**config.mk**
```make
export PLATFORM = sky130hd
export DESIGN_NAME = rob_pointers
export DESIGN_NICKNAME = d
export VERILOG_FILES = /design/src/rob_pkg.sv /design/src/rob_pointers.sv
export SDC_FILE = /design/constraint.sdc
export NUM_CORES = 1
export LEC_CHECK = 0
export ABC_CLOCK_PERIOD_IN_PS = 4000
export BUFFER_PORTS_ARGS = -buffer_cell sky130_fd_sc_hd__clkbuf_2
export CORE_AREA = 3 3 40 42
export DETAILED_ROUTE_END_ITERATION = 10
export DIE_AREA = 0 0 43 45
export GPL_ROUTABILITY_DRIVEN = 0
export HOLD_SLACK_MARGIN = 0.05
export PLACE_DENSITY = 0.7
export SLEW_MARGIN = 10
export SYNTH_ARGS = -nofsm -noshare
export SYNTH_HDL_FRONTEND = slang
export SYNTH_SLANG_ARGS = --single-unit
export TNS_END_PERCENT = 30
```
**constraint.sdc**
```tcl
create_clock -name clk -period 4 [get_ports clk]
set_input_delay 0.4 -clock clk [delete_from_list [all_inputs] [get_ports clk]]
set_output_delay 0.4 -clock clk [all_outputs]
set_load 0.01 [all_outputs]
```
**src/rob_pkg.sv**
```systemverilog
`default_nettype none

package rob_pkg;

    // Buffer geometry
    localparam int ROB_SIZE  = 10;
    localparam int ROB_IDX_W = 4;
    localparam int ROB_CNT_W = 4;

    // Datapath widths
    localparam int XLEN       = 32;
    localparam int REG_W      = 5;
    localparam int PAGE_OFF_W = 12;

    // Instruction classes
    localparam int INSTR_TYPE_W = 3;
    localparam logic [INSTR_TYPE_W-1:0] INSTR_TYPE_ALU   = 3'd0;
    localparam logic [INSTR_TYPE_W-1:0] INSTR_TYPE_LOAD  = 3'd1;
    localparam logic [INSTR_TYPE_W-1:0] INSTR_TYPE_STORE = 3'd2;
    localparam logic [INSTR_TYPE_W-1:0] INSTR_TYPE_MUL   = 3'd3;

    // Exception codes, zero means clean completion
    localparam int EXC_W = 3;
    localparam logic [EXC_W-1:0] EXC_NONE        = 3'd0;
    localparam logic [EXC_W-1:0] EXC_ILLEGAL     = 3'd1;
    localparam logic [EXC_W-1:0] EXC_LOAD_FAULT  = 3'd2;
    localparam logic [EXC_W-1:0] EXC_STORE_FAULT = 3'd3;
    localparam logic [EXC_W-1:0] EXC_MISALIGNED  = 3'd4;

    // Commit controller states
    localparam logic ROB_ST_RUN   = 1'b0;
    localparam logic ROB_ST_FLUSH = 1'b1;

    // Completion word: a result, or the faulting address when exc is set
    typedef union packed {
        logic [XLEN-1:0] result;
        struct packed {
            logic [XLEN-PAGE_OFF_W-1:0] page;
            logic [PAGE_OFF_W-1:0]      offset;
        } fault;
    } rob_word_u;

endpackage

`default_nettype wire
```
**src/rob_pointers.sv**
```systemverilog
`timescale 1ns/1ps
`default_nettype none

module rob_pointers (
    input  logic                          clk,
    input  logic                          reset,
    input  logic                          alloc_en,
    input  logic                          retire,
    input  logic                          flush,
    output logic [rob_pkg::ROB_IDX_W-1:0] head_idx,
    output logic [rob_pkg::ROB_IDX_W-1:0] alloc_idx,
    output logic [rob_pkg::ROB_CNT_W-1:0] count,
    output logic                          full
);
    import rob_pkg::*;

    localparam logic [ROB_IDX_W-1:0] LAST_IDX = ROB_IDX_W'(ROB_SIZE - 1);

    always_ff @(posedge clk) begin
        if (reset || flush) begin
            head_idx  <= '0;
            alloc_idx <= '0;
            count     <= '0;
        end else begin
            if (retire) begin
                head_idx <= (head_idx == LAST_IDX) ? '0 : head_idx + 1'b1;
            end
            if (alloc_en) begin
                alloc_idx <= (alloc_idx == LAST_IDX) ? '0 : alloc_idx + 1'b1;
            end
            // Alloc and retire together leave the count unchanged
            case ({alloc_en, retire})
                2'b10:   count <= count + 1'b1;
                2'b01:   count <= count - 1'b1;
                default: count <= count;
            endcase
        end
    end

    assign full = (count == ROB_CNT_W'(ROB_SIZE));

endmodule

`default_nettype wire

```
### Word-level counts from Yosys, hierarchy flattened

Cells that the tools add are included.

| word-level totals | value |
|---|---|
| bits of input ports | 5 |
| register bits after elaboration | 12 |
| word-level logic and storage cells | 17 |
| output and inout port bits | 13 |

| operators by class | value |
|---|---|
| equal/unequal tests | 5 |
| reductions and logical operators | 2 |
| $add $sub $neg | 4 |
| multiplexer cells | 3 |

Operators by type and width:

| kind | number |
|---|---|
| $add 4x1->4 const B | 3 |
| $eq 4x4->1 const B | 3 |
| $mux 4 | 2 |
| $pmux 4 s2 | 1 |
| $sub 4x1->4 const B | 1 |
| $eq 2x1->1 const B | 1 |
| $eq 2x2->1 const B | 1 |
| $reduce_bool 2->1 | 1 |
| $logic_or 1x1->1 | 1 |

### Depth between registers and ports, before layout

| logic depth | value |
|---|---|
| depth after elaboration | 2 |
| gate-level depth with buffers | 8 |
| mapped depth without buffers | 8 |

### Least setup slack after synthesis

No wires, ideal clock.

| timing path | value |
|---|---|
| path type | input-to-reg |
| from | input port alloc_en |
| to | register count[2] in the netlist's numbering |
| path buffers | 0 |
| stages | 8 |
| required time | 3.929 ns |
| arrival | 1.632 ns |
| path slack | 2.297 ns |
| library setup time | 0.071 ns |
| cell sequence | inv_1 > ha_1 > xor2_1 > ha_1 > a21oi_1 > xor2_1 > or3_1 > a21oi_1 |

| between the ends | value |
|---|---|
| word-level cells in the longest chain between the ends | 2 |
| elaborated cells between the ends (all ways) | 4 |
| classes of those cells | eq/ne (2); mux (1); reduce/logical (1) |

RTL lines:

| element | line | text |
|---|---|---|
| from (decl) | rob_pointers.sv:7 | `input logic alloc_en,` |
| $eq 2x1->1 or $eq 2x2->1 (tied branches) | rob_pointers.sv:32 | `case ({alloc_en, retire})` |
| $pmux 4 s2 or $reduce_bool 2->1 (tied branches) | -- |  |
| to (signal assigned) | rob_pointers.sv:33 | `2'b10: count <= count + 1'b1;` |
| to (signal assigned) | rob_pointers.sv:34 | `2'b01: count <= count - 1'b1;` |
| to (signal assigned) | rob_pointers.sv:35 | `default: count <= count;` |
| to (decl) | rob_pointers.sv:12 | `output logic [rob_pkg::ROB_CNT_W-1:0] count,` |

Several ways; a longest one is shown, not always the timed one.
A chain may end at the register's enable or synchronous reset.

### Worst setup path in the final report

Same ends and word-level chain as after synthesis.

==> flow_summary.yaml <==
outcome:
  status: "complete, no violations"
logic_synthesis:
  yosysWarnings: 0
  syn_inst: 69
  post_synth_instance_area_um2: 606.8
  ys_seq_area_frac: 0.3959
  ys_seq_elements: 12
  synth_cell_type_count: 25
  syn-mean-instance-area_um2: 8.795
  syn-num-nets: 77
die:
  coreArea_mm2: 0.001285
  initial_core_util: 0.4722
  std_cell_rows: 13
  ios: 18
  die_y_um: 45
  fp.dieW_um: 43
  die_area_mm2: 0.001935
routing:
  drt-met1-wl_um: 526
  vias_per_cell: 5.163
  vias: 537
  topRoutingLayerUsed: "met3"
  route.met2.wl_um: 543
  drt_iter0_drc: 6
  dr.pass1.iters: 4
  routedWlPerCell_um: 11.11
  wl_met3_um: 85
  drt_wl_total_um: 1155
  postRouteAntennaNets: 0
  route.detailed.drc: 0
clocking:
  cts_buffers: 3
  clockBufferDepth: 2
  cts_resized: 0
  clk_latency_ps: 270
  cts_sinks: 12
  clkTransAtPathRegs_ps: 80
  cts_tree: "built"
  ctsHoldBuffers: 0
  htree_levels: 1
  cts.root.buffer_cell: "clkbuf_4"
  post_cts_buffers: 0
layout:
  drive_gt1_frac: 0.2584
  area_growth_pct: 22.47
  layout_commonest_cell: "clkbuf_2"
  layout_common_cells: "clkbuf_2 (17), dfxtp_1 (12), nor2_1 (8)"
  nFillCells: 132
  diodes: 0
  nets: 98
critical_path:
  crit_buf_inv: 2
  crit_chain: "clkbuf_2 -> inv_1 -> ha_1 -> xor2_1 -> ha_1 -> a21oi_1 -> xor2_1 -> or3_1 -> a21oi_1"
  crit_fanout: 4
  cp-end-kind: "flip-flop"
  max_stage_delay_ps: 300
  critPathRequiredTime_ps: 4200
  r2r_start: "count[1]$_SDFFE_PP0P_"
  critPathKind: "in2reg"
  crit_path_start: "alloc_en"
  worstPathArrival_ps: 1900
  cp-start-kind: "primary input"
  crit_path_top_delay_cell: "or3_1"
  path_delay_family: "adder cells"
placement:
  dp_hpwl_um: 859.9
  port_buffers: 17
power:
  leakage_nw: 0.3157
  p_per_area_mw_per_mm2: 341.6
  seq_power_share: 0.503
  combPwrFrac: 0.122
  ir_drop_v: 0.0002359
  switchingPower_uw: 61.61
  p_sw_frac: 0.2427
  clockPowerShare: 0.376
  power.internal_uw: 192.3
timing:
  drv_slew: 0
  slew_headroom: 0.7130
  rsz0062_at_grt: "no"
  tightest_slew_ps: 430.6
  fin_crit_sh: 0.4244
  whs_ps: 427.8
  clock_skew_ps: 7.035
  setup_violations: 0
  layout_min_cycle_time_ps: 1697
  finalSetupTns_ps: 0
  hold_violations: 0
  fmax_mhz: 589.1
global_route:
  grt_usage: 0.1424
  grt-ovfl-total: 0
  grt_start_max_net_pins: 13
  antenna_found_initial: 0
  grt_pass1_vias: 485
  grt_pass1_wl_um: 2070
min_path:
  hp-class: "in2reg"
  hp-start: "alloc_en"
flow_run:
  maxCapViolCount: 0
## power groups by stage
| stage | clock network [mW] | registers (mW) | logic [mW] |
|---|---|---|---|
| finish | 0.0954 | 0.128 | 0.0309 |
| global route | 0.107 | 0.128 | 0.0348 |
| CTS | 0.0992 | 0.128 | 0.0313 |
| detailed placement | 0 | 0.131 | 0.0312 |
| global placement | 0 | 0.130 | 0.0300 |
| floorplan | 0 | 0.131 | 0.0198 |
## routing by layer
layer  vias to the layer above  global-route usage
met5                         -                   0
met4                         0             0.03614
met3                         0             0.05976
met2                        14              0.2305
met1                       242              0.1765
li1                        281                   -
## cells in the mapped netlist
master / instances / area, µm²
xor2_1: 5 / 43.79
or2_1: 1 / 6.260
xnor2_1: 2 / 17.52
a21oi_2: 1 / 8.760
or3_1: 2 / 12.51
nor2_1: 8 / 30.03
nand2_1: 3 / 11.26
mux2i_1: 2 / 20.02
nand4b_1: 1 / 8.760
nand3_1: 2 / 10.01
nor4b_1: 1 / 8.760
clkbuf_1: 1 / 3.750
inv_1: 2 / 7.510
nand2b_1: 2 / 12.51
a2111oi_2: 1 / 15.01
o21ai_0: 3 / 15.01
nor3b_1: 1 / 7.510
nor2b_1: 4 / 25.02
o21ai_1: 2 / 10.01
nand3b_1: 1 / 7.510
nor3_1: 2 / 10.01
ha_1: 3 / 37.54
a21oi_1: 6 / 30.03
a211oi_1: 1 / 7.510
dfxtp_1: 12 / 240.2
## worst min-delay path, cell delays in order
cell and delay [ps]:
clkbuf_2 120, xnor2_1 70, nor2_1 70
## worst paths after layout
kind,slack (ps),to,cells past startpoint
hold / removal,430,alloc_idx[0]$_SDFFE_PP0P_,3
setup / recovery,2300,count[2]$_SDFFE_PP0P_,9
setup reg to reg,2450,count[2]$_SDFFE_PP0P_,6
hold reg to reg,510,head_idx[3]$_SDFFE_PP0P_,2
## flip-flops by register name (all words and copies together), names as in the netlist
signal     cells
count          4
head_idx       4
alloc_idx      4
## kinds of logic after synthesis
logic type	share of synthesized area
DFF	0.3959
xor gates and xnor gates	0.1010
AOI/OAI and AO/OA	0.1423
and+or+nand+nor	0.2474
muxes	0.03299
adders and majority gates	0.06186
buffers and inverters	0.01856
## layout make-up
cell class	instances	area [µm²]	area share
Sequential cell	12	240.2	0.3232
Tap cell	15	18.77	0.02525
Multi-Input combinational cell	54	355.3	0.4781
Inverter	2	7.507	0.01010
Clock buffer	4	36.28	0.04882
Timing Repair Buffer	17	85.08	0.1145
## stage by stage
step           cell area, µm²  worst slack [ps]  utilization  power (mW)  std cells
6_report                743.2              2303       0.5784      0.2539        104
5_1_grt                 743.2              2207       0.5784      0.2707        104
2_1_floorplan           606.8              2297            -      0.1510         69
3_5_place_dp            706.9              2031       0.5501      0.1618        100
4_1_cts                 743.2              2315       0.5784      0.2583        104
3_3_place_gp            706.9              2101       0.5501      0.1603        100
(Power assumes the default switching activity.)
