`src/rob_pkg.sv`:
```
`default_nettype none

package rob_pkg;

    // Buffer geometry
    localparam int ROB_SIZE  = 10;
    localparam int ROB_IDX_W = 4;
    localparam int ROB_CNT_W = 4;

    // Datapath widths
    localparam int XLEN       = 32;
    localparam int REG_W      = 5;
    localparam int PAGE_OFF_W = 12;

    // Instruction classes
    localparam int INSTR_TYPE_W = 3;
    localparam logic [INSTR_TYPE_W-1:0] INSTR_TYPE_ALU   = 3'd0;
    localparam logic [INSTR_TYPE_W-1:0] INSTR_TYPE_LOAD  = 3'd1;
    localparam logic [INSTR_TYPE_W-1:0] INSTR_TYPE_STORE = 3'd2;
    localparam logic [INSTR_TYPE_W-1:0] INSTR_TYPE_MUL   = 3'd3;

    // Exception codes, zero means clean completion
    localparam int EXC_W = 3;
    localparam logic [EXC_W-1:0] EXC_NONE        = 3'd0;
    localparam logic [EXC_W-1:0] EXC_ILLEGAL     = 3'd1;
    localparam logic [EXC_W-1:0] EXC_LOAD_FAULT  = 3'd2;
    localparam logic [EXC_W-1:0] EXC_STORE_FAULT = 3'd3;
    localparam logic [EXC_W-1:0] EXC_MISALIGNED  = 3'd4;

    // Commit controller states
    localparam logic ROB_ST_RUN   = 1'b0;
    localparam logic ROB_ST_FLUSH = 1'b1;

    // Completion word: a result, or the faulting address when exc is set
    typedef union packed {
        logic [XLEN-1:0] result;
        struct packed {
            logic [XLEN-PAGE_OFF_W-1:0] page;
            logic [PAGE_OFF_W-1:0]      offset;
        } fault;
    } rob_word_u;

endpackage

`default_nettype wire
```
`src/rob_commit_ctrl.sv`:
```
`timescale 1ns/1ps
`default_nettype none

module rob_commit_ctrl (
    input  logic                             clk,
    input  logic                             reset,
    input  logic                             stall,
    input  logic                             head_valid,
    input  logic                             head_complete,
    input  logic [rob_pkg::EXC_W-1:0]        head_exc,
    input  logic [rob_pkg::XLEN-1:0]         head_pc,
    input  logic [rob_pkg::REG_W-1:0]        head_rd,
    input  logic [rob_pkg::INSTR_TYPE_W-1:0] head_type,
    input  rob_pkg::rob_word_u               head_word,
    input  logic [rob_pkg::ROB_IDX_W-1:0]    head_idx,
    output logic                             retire,
    output logic                             flush,
    output logic                             flushing,
    output logic                             commit_valid,
    output logic [rob_pkg::XLEN-1:0]         commit_value,
    output logic [rob_pkg::REG_W-1:0]        commit_rd,
    output logic [rob_pkg::INSTR_TYPE_W-1:0] commit_type,
    output logic [rob_pkg::ROB_IDX_W-1:0]    commit_idx,
    output logic                             exc_valid,
    output logic [rob_pkg::EXC_W-1:0]        exc_code,
    output logic [rob_pkg::XLEN-1:0]         exc_pc,
    output logic [rob_pkg::XLEN-1:0]         exc_addr
);
    import rob_pkg::*;

    logic state;
    logic head_ready;
    logic trap;

    // Head is done and the pipe is moving
    assign head_ready = (state == ROB_ST_RUN) && !stall && head_valid && head_complete;
    assign retire     = head_ready && (head_exc == EXC_NONE);
    assign trap       = head_ready && (head_exc != EXC_NONE);
    assign flush      = (state == ROB_ST_FLUSH);
    assign flushing   = (state == ROB_ST_FLUSH);

    always_ff @(posedge clk) begin
        if (reset) begin
            state <= ROB_ST_RUN;
        end else if (trap) begin
            state <= ROB_ST_FLUSH;
        end else if (state == ROB_ST_FLUSH) begin
            state <= ROB_ST_RUN;
        end
    end

    always_ff @(posedge clk) begin
        if (reset) begin
            commit_valid <= 1'b0;
            exc_valid    <= 1'b0;
        end else begin
            commit_valid <= retire;
            exc_valid    <= trap;
        end
    end

    always_ff @(posedge clk) begin
        if (retire) begin
            commit_value <= head_word.result;
            commit_rd    <= head_rd;
            commit_type  <= head_type;
            commit_idx   <= head_idx;
        end
        // Same word read as a faulting address
        if (trap) begin
            exc_code <= head_exc;
            exc_pc   <= head_pc;
            exc_addr <= {head_word.fault.page, head_word.fault.offset};
        end
    end

endmodule

`default_nettype wire

```
`config.mk`:
```
export PLATFORM = sky130hd
export DESIGN_NAME = rob_commit_ctrl
export DESIGN_NICKNAME = d
export VERILOG_FILES = /design/src/rob_pkg.sv /design/src/rob_commit_ctrl.sv
export SDC_FILE = /design/constraint.sdc
export NUM_CORES = 1
export LEC_CHECK = 0
export ABC_AREA = 1
export BUFFER_PORTS_ARGS = -buffer_cell sky130_fd_sc_hd__buf_2
export CORE_UTILIZATION = 46
export DETAILED_ROUTE_END_ITERATION = 16
export PLACE_DENSITY = 0.83
export SLEW_MARGIN = 40
export SYNTH_ARGS = -nofsm -noshare
export SYNTH_HDL_FRONTEND = slang
export SYNTH_SLANG_ARGS = --single-unit
export TNS_END_PERCENT = 30
```
`constraint.sdc`:
```
create_clock -name clk -period 5 [get_ports clk]
set_input_delay 0.5 -clock clk [delete_from_list [all_inputs] [get_ports clk]]
set_output_delay 0.5 -clock clk [all_outputs]
set_load 0.05 [all_outputs]
```
# Word-level counts from Yosys, hierarchy flattened
# Index checks and enable logic that the tools add are counted.
classes:
  mul: 0
  muxes: 1
  reduce_logical: 8
  add_sub_neg: 0
  order_cmp: 0
  bitwise: 1
  div_mod_pow: 0
  n_shift: 0
  eq_ne: 0
op_table:
  columns: ["operator", "n"]
  rows:
  - ["$logic_and 1x1->1", 5]
  - ["$logic_not 3->1", 1]
  - ["$reduce_bool 3->1", 1]
  - ["$logic_not 1->1", 1]
  - ["$mux 1", 1]
  - ["$not 1->1", 1]
totals:
  latchBits: 0
  register_bits: 114
  romBits: 0
  mem_bits_rw: 0
  elab_cells: 20
  n_memories: 0
  out_inout_bits: 116
  inputBits: 84

# Logic depth before layout (Yosys ltp)
# Gate-level depths: netlist of run 1.
depth:
  depth_word: 6
  mapped_depth: 5
  ltp_nobuf: 5

# Least setup slack after synthesis of run 1
# OpenSTA, ideal clock, no wires.
synth_path:
  path_type: "register -> register"
  from: "register state, in the netlist flush"
  to: "register exc_addr[0] in the netlist's numbering (enable)"
  setup_slack_ps: 2445
  required_time_ps: 4579
  period_less_slack_ps: 2555
  path_stages_with_launch: 6
  setup_ps: 421
  arrival_ps: 2134
  path_buffers: 0
  path_cell_list: "dfxtp_1 > inv_1 > nand2_2 > nor2_4 > nand2_2 > inv_1"
synth_via:
  elab_chain_cells: 5
synth_rtl:
  columns: ["element", "line_no", "source"]
  rows:
  - ["from (decl)", "rob_commit_ctrl.sv:31", "logic state;"]
  - ["from (signal assigned)", "rob_commit_ctrl.sv:44", "state <= ROB_ST_RUN;"]
  - ["from (signal assigned)", "rob_commit_ctrl.sv:46", "state <= ROB_ST_FLUSH;"]
  - ["from (signal assigned)", "rob_commit_ctrl.sv:48", "state <= ROB_ST_RUN;"]
  - ["$not 1->1", "rob_commit_ctrl.sv:36", "assign head_ready = (state == ROB_ST_RUN) && !stall && head_valid && head_complete;"]
  - ["$logic_and 1x1->1 (3 in a row)", "rob_commit_ctrl.sv:36", null]
  - ["$logic_and 1x1->1", "rob_commit_ctrl.sv:38", "assign trap = head_ready && (head_exc != EXC_NONE);"]
  - ["net trap", "rob_commit_ctrl.sv:33", "logic trap;"]
  - ["to (signal assigned)", "rob_commit_ctrl.sv:73", "exc_addr <= {head_word.fault.page, head_word.fault.offset};"]
  - ["to (decl)", "rob_commit_ctrl.sv:27", "output logic [rob_pkg::XLEN-1:0] exc_addr"]
# The timed path passes the listed nets, and every way through them passes these cells.
# A chain may end at the register's enable or synchronous reset.

# Final worst setup path of run 1
layout_path:
  from: "register state, in the netlist flush"
  to: "output retire"
layout_via:
  elab_chain_cells: 5
layout_rtl:
  columns: ["element", "line_no", "source"]
  rows:
  - ["$not 1->1", "rob_commit_ctrl.sv:36", null]
  - ["$logic_and 1x1->1 (3 in a row)", "rob_commit_ctrl.sv:36", null]
  - ["$logic_and 1x1->1", "rob_commit_ctrl.sv:37", "assign retire = head_ready && (head_exc == EXC_NONE);"]
  - ["to (decl)", "rob_commit_ctrl.sv:16", "output logic retire,"]
# No other way between the ends.

==> run summary, run 1 <==
Pre-antenna DRT Iters - 4
Post-Synthesis Cells - 130
clock transition at the registers of the reported paths - 50 ps
peak ir drop on the vdd network - 0.2667 mV
Placed Instances - 428
CTS buffer count - 17
Hold WS - 182.1 ps
Mapped Area - 3465 sq um
Multi-input gate area - 53.80 sq um
vias per cell - 4.434
Worst Skew - 7.662 ps
core region area - 7253 sq um
number of global-route vias before repair - 2,019
Tmin final - 2518 ps
Slew Viols, Final - 0
postcts setup bufs - 0
Final #Nets - 432
syn_nets - 214
Hold Buf Count CTS - 0
dpl ws - 2666 ps
max-cap viol count - 0
WP data required - 4500 ps
Post-Layout Cell Count - 461
Final Hold Fails - 0
Tightest Pin Transition - 643.3 ps
share of power burned in registers - 44.5%
Psw - 489.1 uW
full die area - 7883 sq um
Avg WL per Cell - 15.48 microns
Post-CTS Resized - 0
Detail Placement HPWL - 5178 microns
vias - 2,044
Overall Power - 2.397 mW
Yosys cell types - 10
CTS sink count - 113
Leakage - 2.166 nW
logic gate share of total power - 5.2%
Avg Cell Area, Syn - 26.65 sq um
pin count of the biggest net entering global routing - 46
unrepaired setup endpoints after global routing - no
Yosys reg bits - 113
H-tree Lvls - 4
DRC viols - 0
Initial Util - 47.77%
CP max FO - 45
Critical Path Start Type - register
number of DRC markers in iteration 0 - 82
Clk Latency, worst-skew pair - 490 ps
row cnt - 31
final setup fails - 0
IO Pins - 200
initial antenna violation count - 1
share of cells above drive strength 1 - 66.20%
Fmax - 397.2 MHz
Worst Setup End Kind - output port
GRT Total Usage - 17.67%
Die Y - 88.79 microns
clock share of power - 50.2%
status - finished, final reports clean
grt total ovfl - 0
final RePlAce weighted congestion - 0.7606
chip width - 88.79 microns
Sw Share - 20.41%
worst setup margin - 2482 ps
WS Path Type - register to output port
setup tns final - 0 ps
Sequential Area - 3373 sq um
CTS Buffer Depth - 2
port bufs - 199
final period utilization - 50.36%
antenna-violating nets left - 0
CP Data Arrival Time - 2020 ps
Fillers - 460
post-synthesis sequential area ratio - 97.36%
total wire length - 7137 microns
Rel. slew slack - 57.05%
CTS root buffer - clkbuf_8
first-pass GRT wire length - 9363 microns
synth warn - 0
CTS tree - built
Power Density - 461.5 nW/um^2
P_int - 1.908 mW
Layout area overhead - 49.91%
Hold Path Class - input port to register
==> path summary, 6_finish.rpt <==
check / from / to / slack, ps / depth (start not counted)
max: flush / retire / 2480 / 7
min reg2reg: flush / commit_valid / 700 / 5
min: head_pc[1] / exc_pc[1] / 180 / 1
max reg2reg: flush / exc_pc[12] / 2960 / 6
==> critical path, stage by stage, from the launching register on <==
cell,delay [ps]
dfxtp_1,340
inv_1,70
nand2_2,60
nor2_4,100
nand2_2,80
clkinv_1,50
buf_4,460
buf_2,370
==> layer usage <==
metal,GRT usage (%),wire length (microns),up-vias
li1,-,-,949
met1,17.14,2509,937
met2,29.65,3749,150
met3,9.608,782,8
met4,10.41,96,0
met5,0,0,-
==> synth_stat cells (all sizes together) <==
cell type,number,share of area [%]
nor2,4,0.79
dfxtp,2,1.2
nand2,5,0.76
edfxtp,111,96
inv,6,0.65
buf,2,0.43
==> placed cells by master, fill, tap and decap left out <==
cell	synthesis	final
nand2_1	2	2
clkinv_2	0	3
buf_4	2	2
edfxtp_1	111	111
diode_2	0	1
clkbuf_16	0	16
inv_2	1	2
nor2_4	1	1
clkinvlp_4	0	2
clkbuf_8	0	1
bufinv_16	0	4
dfxtp_1	2	2
inv_1	5	3
clkbuf_1	0	2
clkinv_1	0	1
buf_2	0	199
clkinv_4	0	2
inv_6	0	2
nor2_2	2	2
nand2_2	3	3
nor2_1	1	1
==> sequential cells by signal (all words and copies together), names as in the netlist <==
signal        flops
commit_value     32
exc_addr         32
exc_pc           32
commit_rd         5
commit_idx        4
commit_type       3
exc_code          3
commit_valid      1
flush             1
==> power by group through the flow <==
stage	sequential [mW]	combinational (mW)	clock, mW
floorplan	1.15	0.0120	0
detailed placement	1.09	0.126	0
finish	1.07	0.126	1.20
CTS	1.07	0.127	1.23
global placement	1.09	0.124	0
global route	1.07	0.132	1.27
==> cells by family (layout without fill, tap and decap cells) <==
family	after synthesis	count (layout)	synth area share, %
other cells	0	1	0
buf+inv	8	239	1.083
simple gates	9	9	1.553
flops	113	113	97.36
==> cell type report <==
| cell class | instances | share of cell area (%) |
|---|---|---|
| sequential | 113 | 64.95 |
| timing repair buffer | 201 | 19.47 |
| clock buffer | 19 | 8.119 |
| clock inverter | 13 | 3.565 |
| tap | 99 | 2.385 |
| multi-input combinational | 9 | 1.036 |
| inverter | 6 | 0.4336 |
| antenna | 1 | 0.04818 |
==> through the flow <==
stage          cell area [sq um]  util (%)
4_1_cts                     5191     71.57
3_5_place_dp                4584     63.21
3_3_place_gp                4584     63.21
2_1_floorplan               3465         -
5_1_grt                     5194     71.61
6_report                    5194     71.61
Note: power is estimated with default switching activity, not from simulation.
==> run 2, diff against run 1 <==
--- a/config.mk
+++ b/config.mk
@@ -7,9 +7,9 @@
 export LEC_CHECK = 0
 export ABC_AREA = 1
 export BUFFER_PORTS_ARGS = -buffer_cell sky130_fd_sc_hd__buf_2
-export CORE_UTILIZATION = 46
+export CORE_UTILIZATION = 39
 export DETAILED_ROUTE_END_ITERATION = 16
-export PLACE_DENSITY = 0.83
+export PLACE_DENSITY = 0.75
 export SLEW_MARGIN = 40
 export SYNTH_ARGS = -nofsm -noshare
 export SYNTH_HDL_FRONTEND = slang
==> constraint.sdc (replaced) <==
create_clock -name clk -period 2.3 [get_ports clk]
set_input_delay 0.23 -clock clk [delete_from_list [all_inputs] [get_ports clk]]
set_output_delay 0.23 -clock clk [all_outputs]
set_load 0.05 [all_outputs]
==> run 2 against run 1 <==
Register-to-register slack lost 2200 ps. Final cell count grew 20%. Via count grew 16%. Cell area grew 15%. Non-clock buffer count grew 82. Clock-buffer cell count shrank 1. Clock power grew 100%. First-iteration DRC count shrank 15%. Worst hold slack lost 53 ps. Worst setup slack lost 2100 ps. Critical endpoint unchanged. Highest routed layer unchanged.
==> run summary, run 2 (same netlist as run 1, synthesis figures left out) <==
Detail Placement HPWL - 5120 microns
Hold Buf Count CTS - 80
postcts setup bufs - 0
CTS root buffer - clkbuf_8
Leakage - 2.463 nW
GRT Total Usage - 17.72%
worst setup margin - 423.1 ps
Top delay family on crit path - buffers and inverters
post-layout instance area - 5978 sq um
Overall Power - 5.104 mW
Layout area overhead - 72.55%
total wire length - 8276 microns
Die Y - 96.25 microns
port bufs - 199
WP buf/inv - 5
peak ir drop on the vdd network - 0.5568 mV
core region area - 8678 sq um
initial antenna violation count - 0
Post-CTS Resized - 0
fin util - 68.89%
Tmin final - 1877 ps
number of global-route vias before repair - 2,407
clock transition at the registers of the reported paths - 50 ps
Pre-antenna DRT Iters - 4
Largest regs - commit_value (32), exc_addr (32), exc_pc (32)
grt total ovfl - 0
CP Data Arrival Time - 1650 ps
pin count of the biggest net entering global routing - 40
CTS tree - built
IO Pins - 200
final setup fails - 0
Hold Path Class - input port to register
vias per cell - 4.319
share of cells above drive strength 1 - 54.63%
Worst Setup End Kind - output port
first-pass GRT wire length - 11,390 microns
Rel. slew slack - 66.53%
full die area - 9264 sq um
Initial Util - 39.92%
WP data required - 2070 ps
Power Density - 853.7 nW/um^2
status - finished, final reports clean
CTS Buffer Depth - 2
Final Hold Fails - 0
worst reg-to-reg setup slack - 790 ps
unrepaired setup endpoints after global routing - no
chip width - 96.25 microns
row cnt - 34
Tightest Pin Transition - 502.1 ps
final period utilization - 81.60%
Clk Latency, worst-skew pair - 480 ps
Worst Skew - 3.838 ps
# diodes - 0
WS Path Type - input port to output port
setup tns final - 0 ps
final RePlAce weighted congestion - 0.6643
Placed Instances - 439
commonest non-fill, non-tap cell in the layout - buf_2
dpl ws - 782.2 ps
max-cap viol count - 0
Hold WS - 129.0 ps
crit-path cells - dlygate4sd3_1, buf_2, nor2_1, nand2_1, inv_2, nand2_2, clkinvlp_4, buf_2
Final #Nets - 514
H-tree Lvls - 4
most used cell along the critical path - buf_2
Post-Layout Cell Count - 551
slowest CP cell - dlygate4sd3_1
Critical Path Max Stage Delay - 560 ps
vias - 2,380
antenna-violating nets left - 0
number of DRC markers in iteration 0 - 70
Critical Path Start Type - input port
DRC viols - 0
CTS buffer count - 17
Cell Area, Placed - 4619 sq um
CTS sink count - 113
Avg WL per Cell - 15.02 microns
Fmax - 532.8 MHz
Slew Viols, Final - 0
most frequent cells in the layout - 199 x buf_2, 111 x edfxtp_1, 80 x dlygate4sd3_1
CP max FO - 3
[run 2: cell count changes in the layout (fill, tap and decap cells not counted), sizes merged]
cell / before / now
diode: 1 / 0
clkinvlp: 2 / 8
clkbuf: 19 / 18
dlygate4sd3: 0 / 80
inv: 7 / 6
clkinv: 6 / 4
buf: 201 / 203
bufinv: 4 / 2
[run 2: cell type report]
type / instances / area [sq um]
clock buffers: 18 / 417.9
clock inverters: 14 / 140.1
fillers: 605 / 2700
inverters: 6 / 30.03
multi-input cells: 9 / 53.80
flip-flops and latches: 113 / 3374
well taps: 108 / 135.1
repair buffers: 283 / 1827
[run 2: metal layers]
metal  part of all wire, %  wire length (microns)  vias up  global-route usage [%]
met2                    54                   4457      126                   32.45
met1                    37                   3103     1138                   17.58
met5                     0                      0        -                       0
li1                      -                      -     1114                       -
met3                   8.2                    681        2                   7.662
met4                  0.41                     34        0                   6.592
[run 2: final timing paths]
| check | start | to | depth (start not counted) |
|---|---|---|---|
| setup / recovery | head_exc[1] | retire | 8 |
| hold / removal | stall | flush | 6 |
| setup reg to reg | flush | exc_pc[29] | 6 |
| hold reg to reg | flush | flush | 5 |
[run 2: worst reg2reg max path: cells and delay by family, from the launching register on]
family | cells | cell delay (ps)
buf+inv | 3 | 560
flops | 1 | 320
simple gates | 3 | 240
[run 2: power by group]
part           total [mW]  switching, mW  internal, mW
registers            2.32        0.00927          2.31
clock network        2.40          0.867          1.53
logic               0.385          0.219         0.166
==> run 3, diff against run 2 <==
==> constraint.sdc (replaced) <==
create_clock -name clk -period 1.6 [get_ports clk]
set_input_delay 0.16 -clock clk [delete_from_list [all_inputs] [get_ports clk]]
set_output_delay 0.16 -clock clk [all_outputs]
set_load 0.05 [all_outputs]
==> run 3 against run 2 <==
Clock skew about the same. Final cell count is 0.36% higher. Worst hold slack lost 90 ps. Clock-buffer cell count fell by 1. Power is 54% higher. Sequential power is 44% higher. Critical path type unchanged.
==> run summary, run 3 (same netlist as run 1, synthesis figures left out) <==
fin util - 70.66%
vias - 2,382
Layout area overhead - 77.00%
final RePlAce weighted congestion - 0.6997
initial antenna violation count - 0
slowest CP cell - dlygate4sd3_1
Tmin final - 1584 ps
CTS root buffer - clkbuf_8
final period utilization - 99.01%
number of global-route vias before repair - 2,363
Worst Skew - 4.055 ps
chip width - 96.25 microns
CTS buffer count - 17
Rel. slew slack - 81.20%
H-tree Lvls - 4
# diodes - 0
Avg WL per Cell - 15.60 microns
most frequent cells in the layout - 198 x buf_2, 111 x edfxtp_1, 80 x dlygate4sd3_1
Initial Util - 39.92%
CP max FO - 2
WS Path Type - input port to output port
Final #Nets - 516
Slew Viols, Final - 0
max-cap viol count - 0
core region area - 8678 sq um
Leakage - 2.529 nW
WP buf/inv - 5
Hold Path Class - input port to register
grt total ovfl - 0
DRC viols - 0
Fmax - 631.2 MHz
WP data required - 1440 ps
crit-path cells - dlygate4sd3_1, buf_2, nor2_2, nand2_2, inv_2, nand2_2, clkinvlp_4, buf_8
Detail Placement HPWL - 5143 microns
CTS tree - built
IO Pins - 200
first-pass GRT wire length - 11,720 microns
Power Density - 1280 nW/um^2
Critical Path Max Stage Delay - 540 ps
Top delay family on crit path - buffers and inverters
Tightest Pin Transition - 282.1 ps
CTS sink count - 113
number of DRC markers in iteration 0 - 118
unrepaired setup endpoints after global routing - yes
Clk Latency, worst-skew pair - 500 ps
vias per cell - 4.307
most used cell along the critical path - nand2_2
full die area - 9264 sq um
CP Data Arrival Time - 1420 ps
Largest regs - commit_value (32), exc_addr (32), exc_pc (32)
peak ir drop on the vdd network - 0.8328 mV
antenna-violating nets left - 0
clock transition at the registers of the reported paths - 50 ps
share of cells above drive strength 1 - 55.73%
commonest non-fill, non-tap cell in the layout - buf_2
Fillers - 571
total wire length - 8625 microns
Critical Path Start Type - input port
pin count of the biggest net entering global routing - 39
Worst Setup End Kind - output port
Final Hold Fails - 0
GRT Total Usage - 18.50%
Hold WS - 39.43 ps
status - finished, final reports clean
CTS Buffer Depth - 2
port bufs - 199
Die Y - 96.25 microns
final setup fails - 0
Pre-antenna DRT Iters - 4
row cnt - 34
-- run 3: changes by cell type in the layout (fill, tap and decap cells not counted), sizes merged --
cell      previous run  this run
clkinv               4         5
clkbuf              18        17
buf                203       205
bufinv               2         5
clkinvlp             8         6
inv                  6         5
-- run 3: cell type report --
class	count	area (sq um)	area share, %
clock inverters	15	215.2	3.509
repair buffers	285	1902	31.01
well taps	108	135.1	2.204
multi-input cells	9	58.81	0.9590
inverters	6	30.03	0.4897
clock buffers	17	414.1	6.754
flip-flops and latches	113	3377	55.07
-- run 3: layer usage --
layer	GRT usage (%)	routed length [microns]	up-vias
met5	0	0	-
met3	8.057	793	17
li1	-	-	1116
met1	18.98	3061	1110
met2	32.33	4611	139
met4	8.582	159	0
-- run 3: repair_timing --
| item | in CTS | in global routing |
|---|---|---|
| buffers inserted | 1 | 0 |
| resized for setup | 2 | 3 |
| hold buffers | 80 | 0 |
| pin swaps | 0 | 2 |
| endpoints found under the hold margin | 113 | 0 |
| endpoints found under the setup margin | 1 | 1 |
-- run 3: power by group --
part           switching, mW  internal, mW
Sequential            0.0141          3.32
Combinational          0.320         0.247
Clock                   1.28          2.67
-- run 3: worst paths after layout --
check                   start               end  slack [ps]  depth (start not counted)
hold / removal          stall             flush          40                          6
setup / recovery  head_exc[1]            retire          20                          8
hold reg to reg         flush             flush         640                          5
setup reg to reg        flush  commit_value[31]         170                          7
-- run 3: tightest hold or removal path, delay by kind of cell --
| family | cells | cell delay [ps] |
|---|---|---|
| buf+inv | 2 | 110 |
| simple gates | 4 | 230 |
-- run 3: per-stage QoR --
stage                     TNS (ps)  cell area [sq um]  power, mW  setup slack (ps)  cells
final                            0               6132      7.851             15.82    553
after global routing        -52.22               6132      8.075            -52.22    553
after CTS                        0               6123      7.899             11.71    553
after detailed placement         0               4679      3.798             242.0    440
after global placement           0               4679      3.785             284.6    440
after floorplan             -42690               3476      3.618            -424.6    130
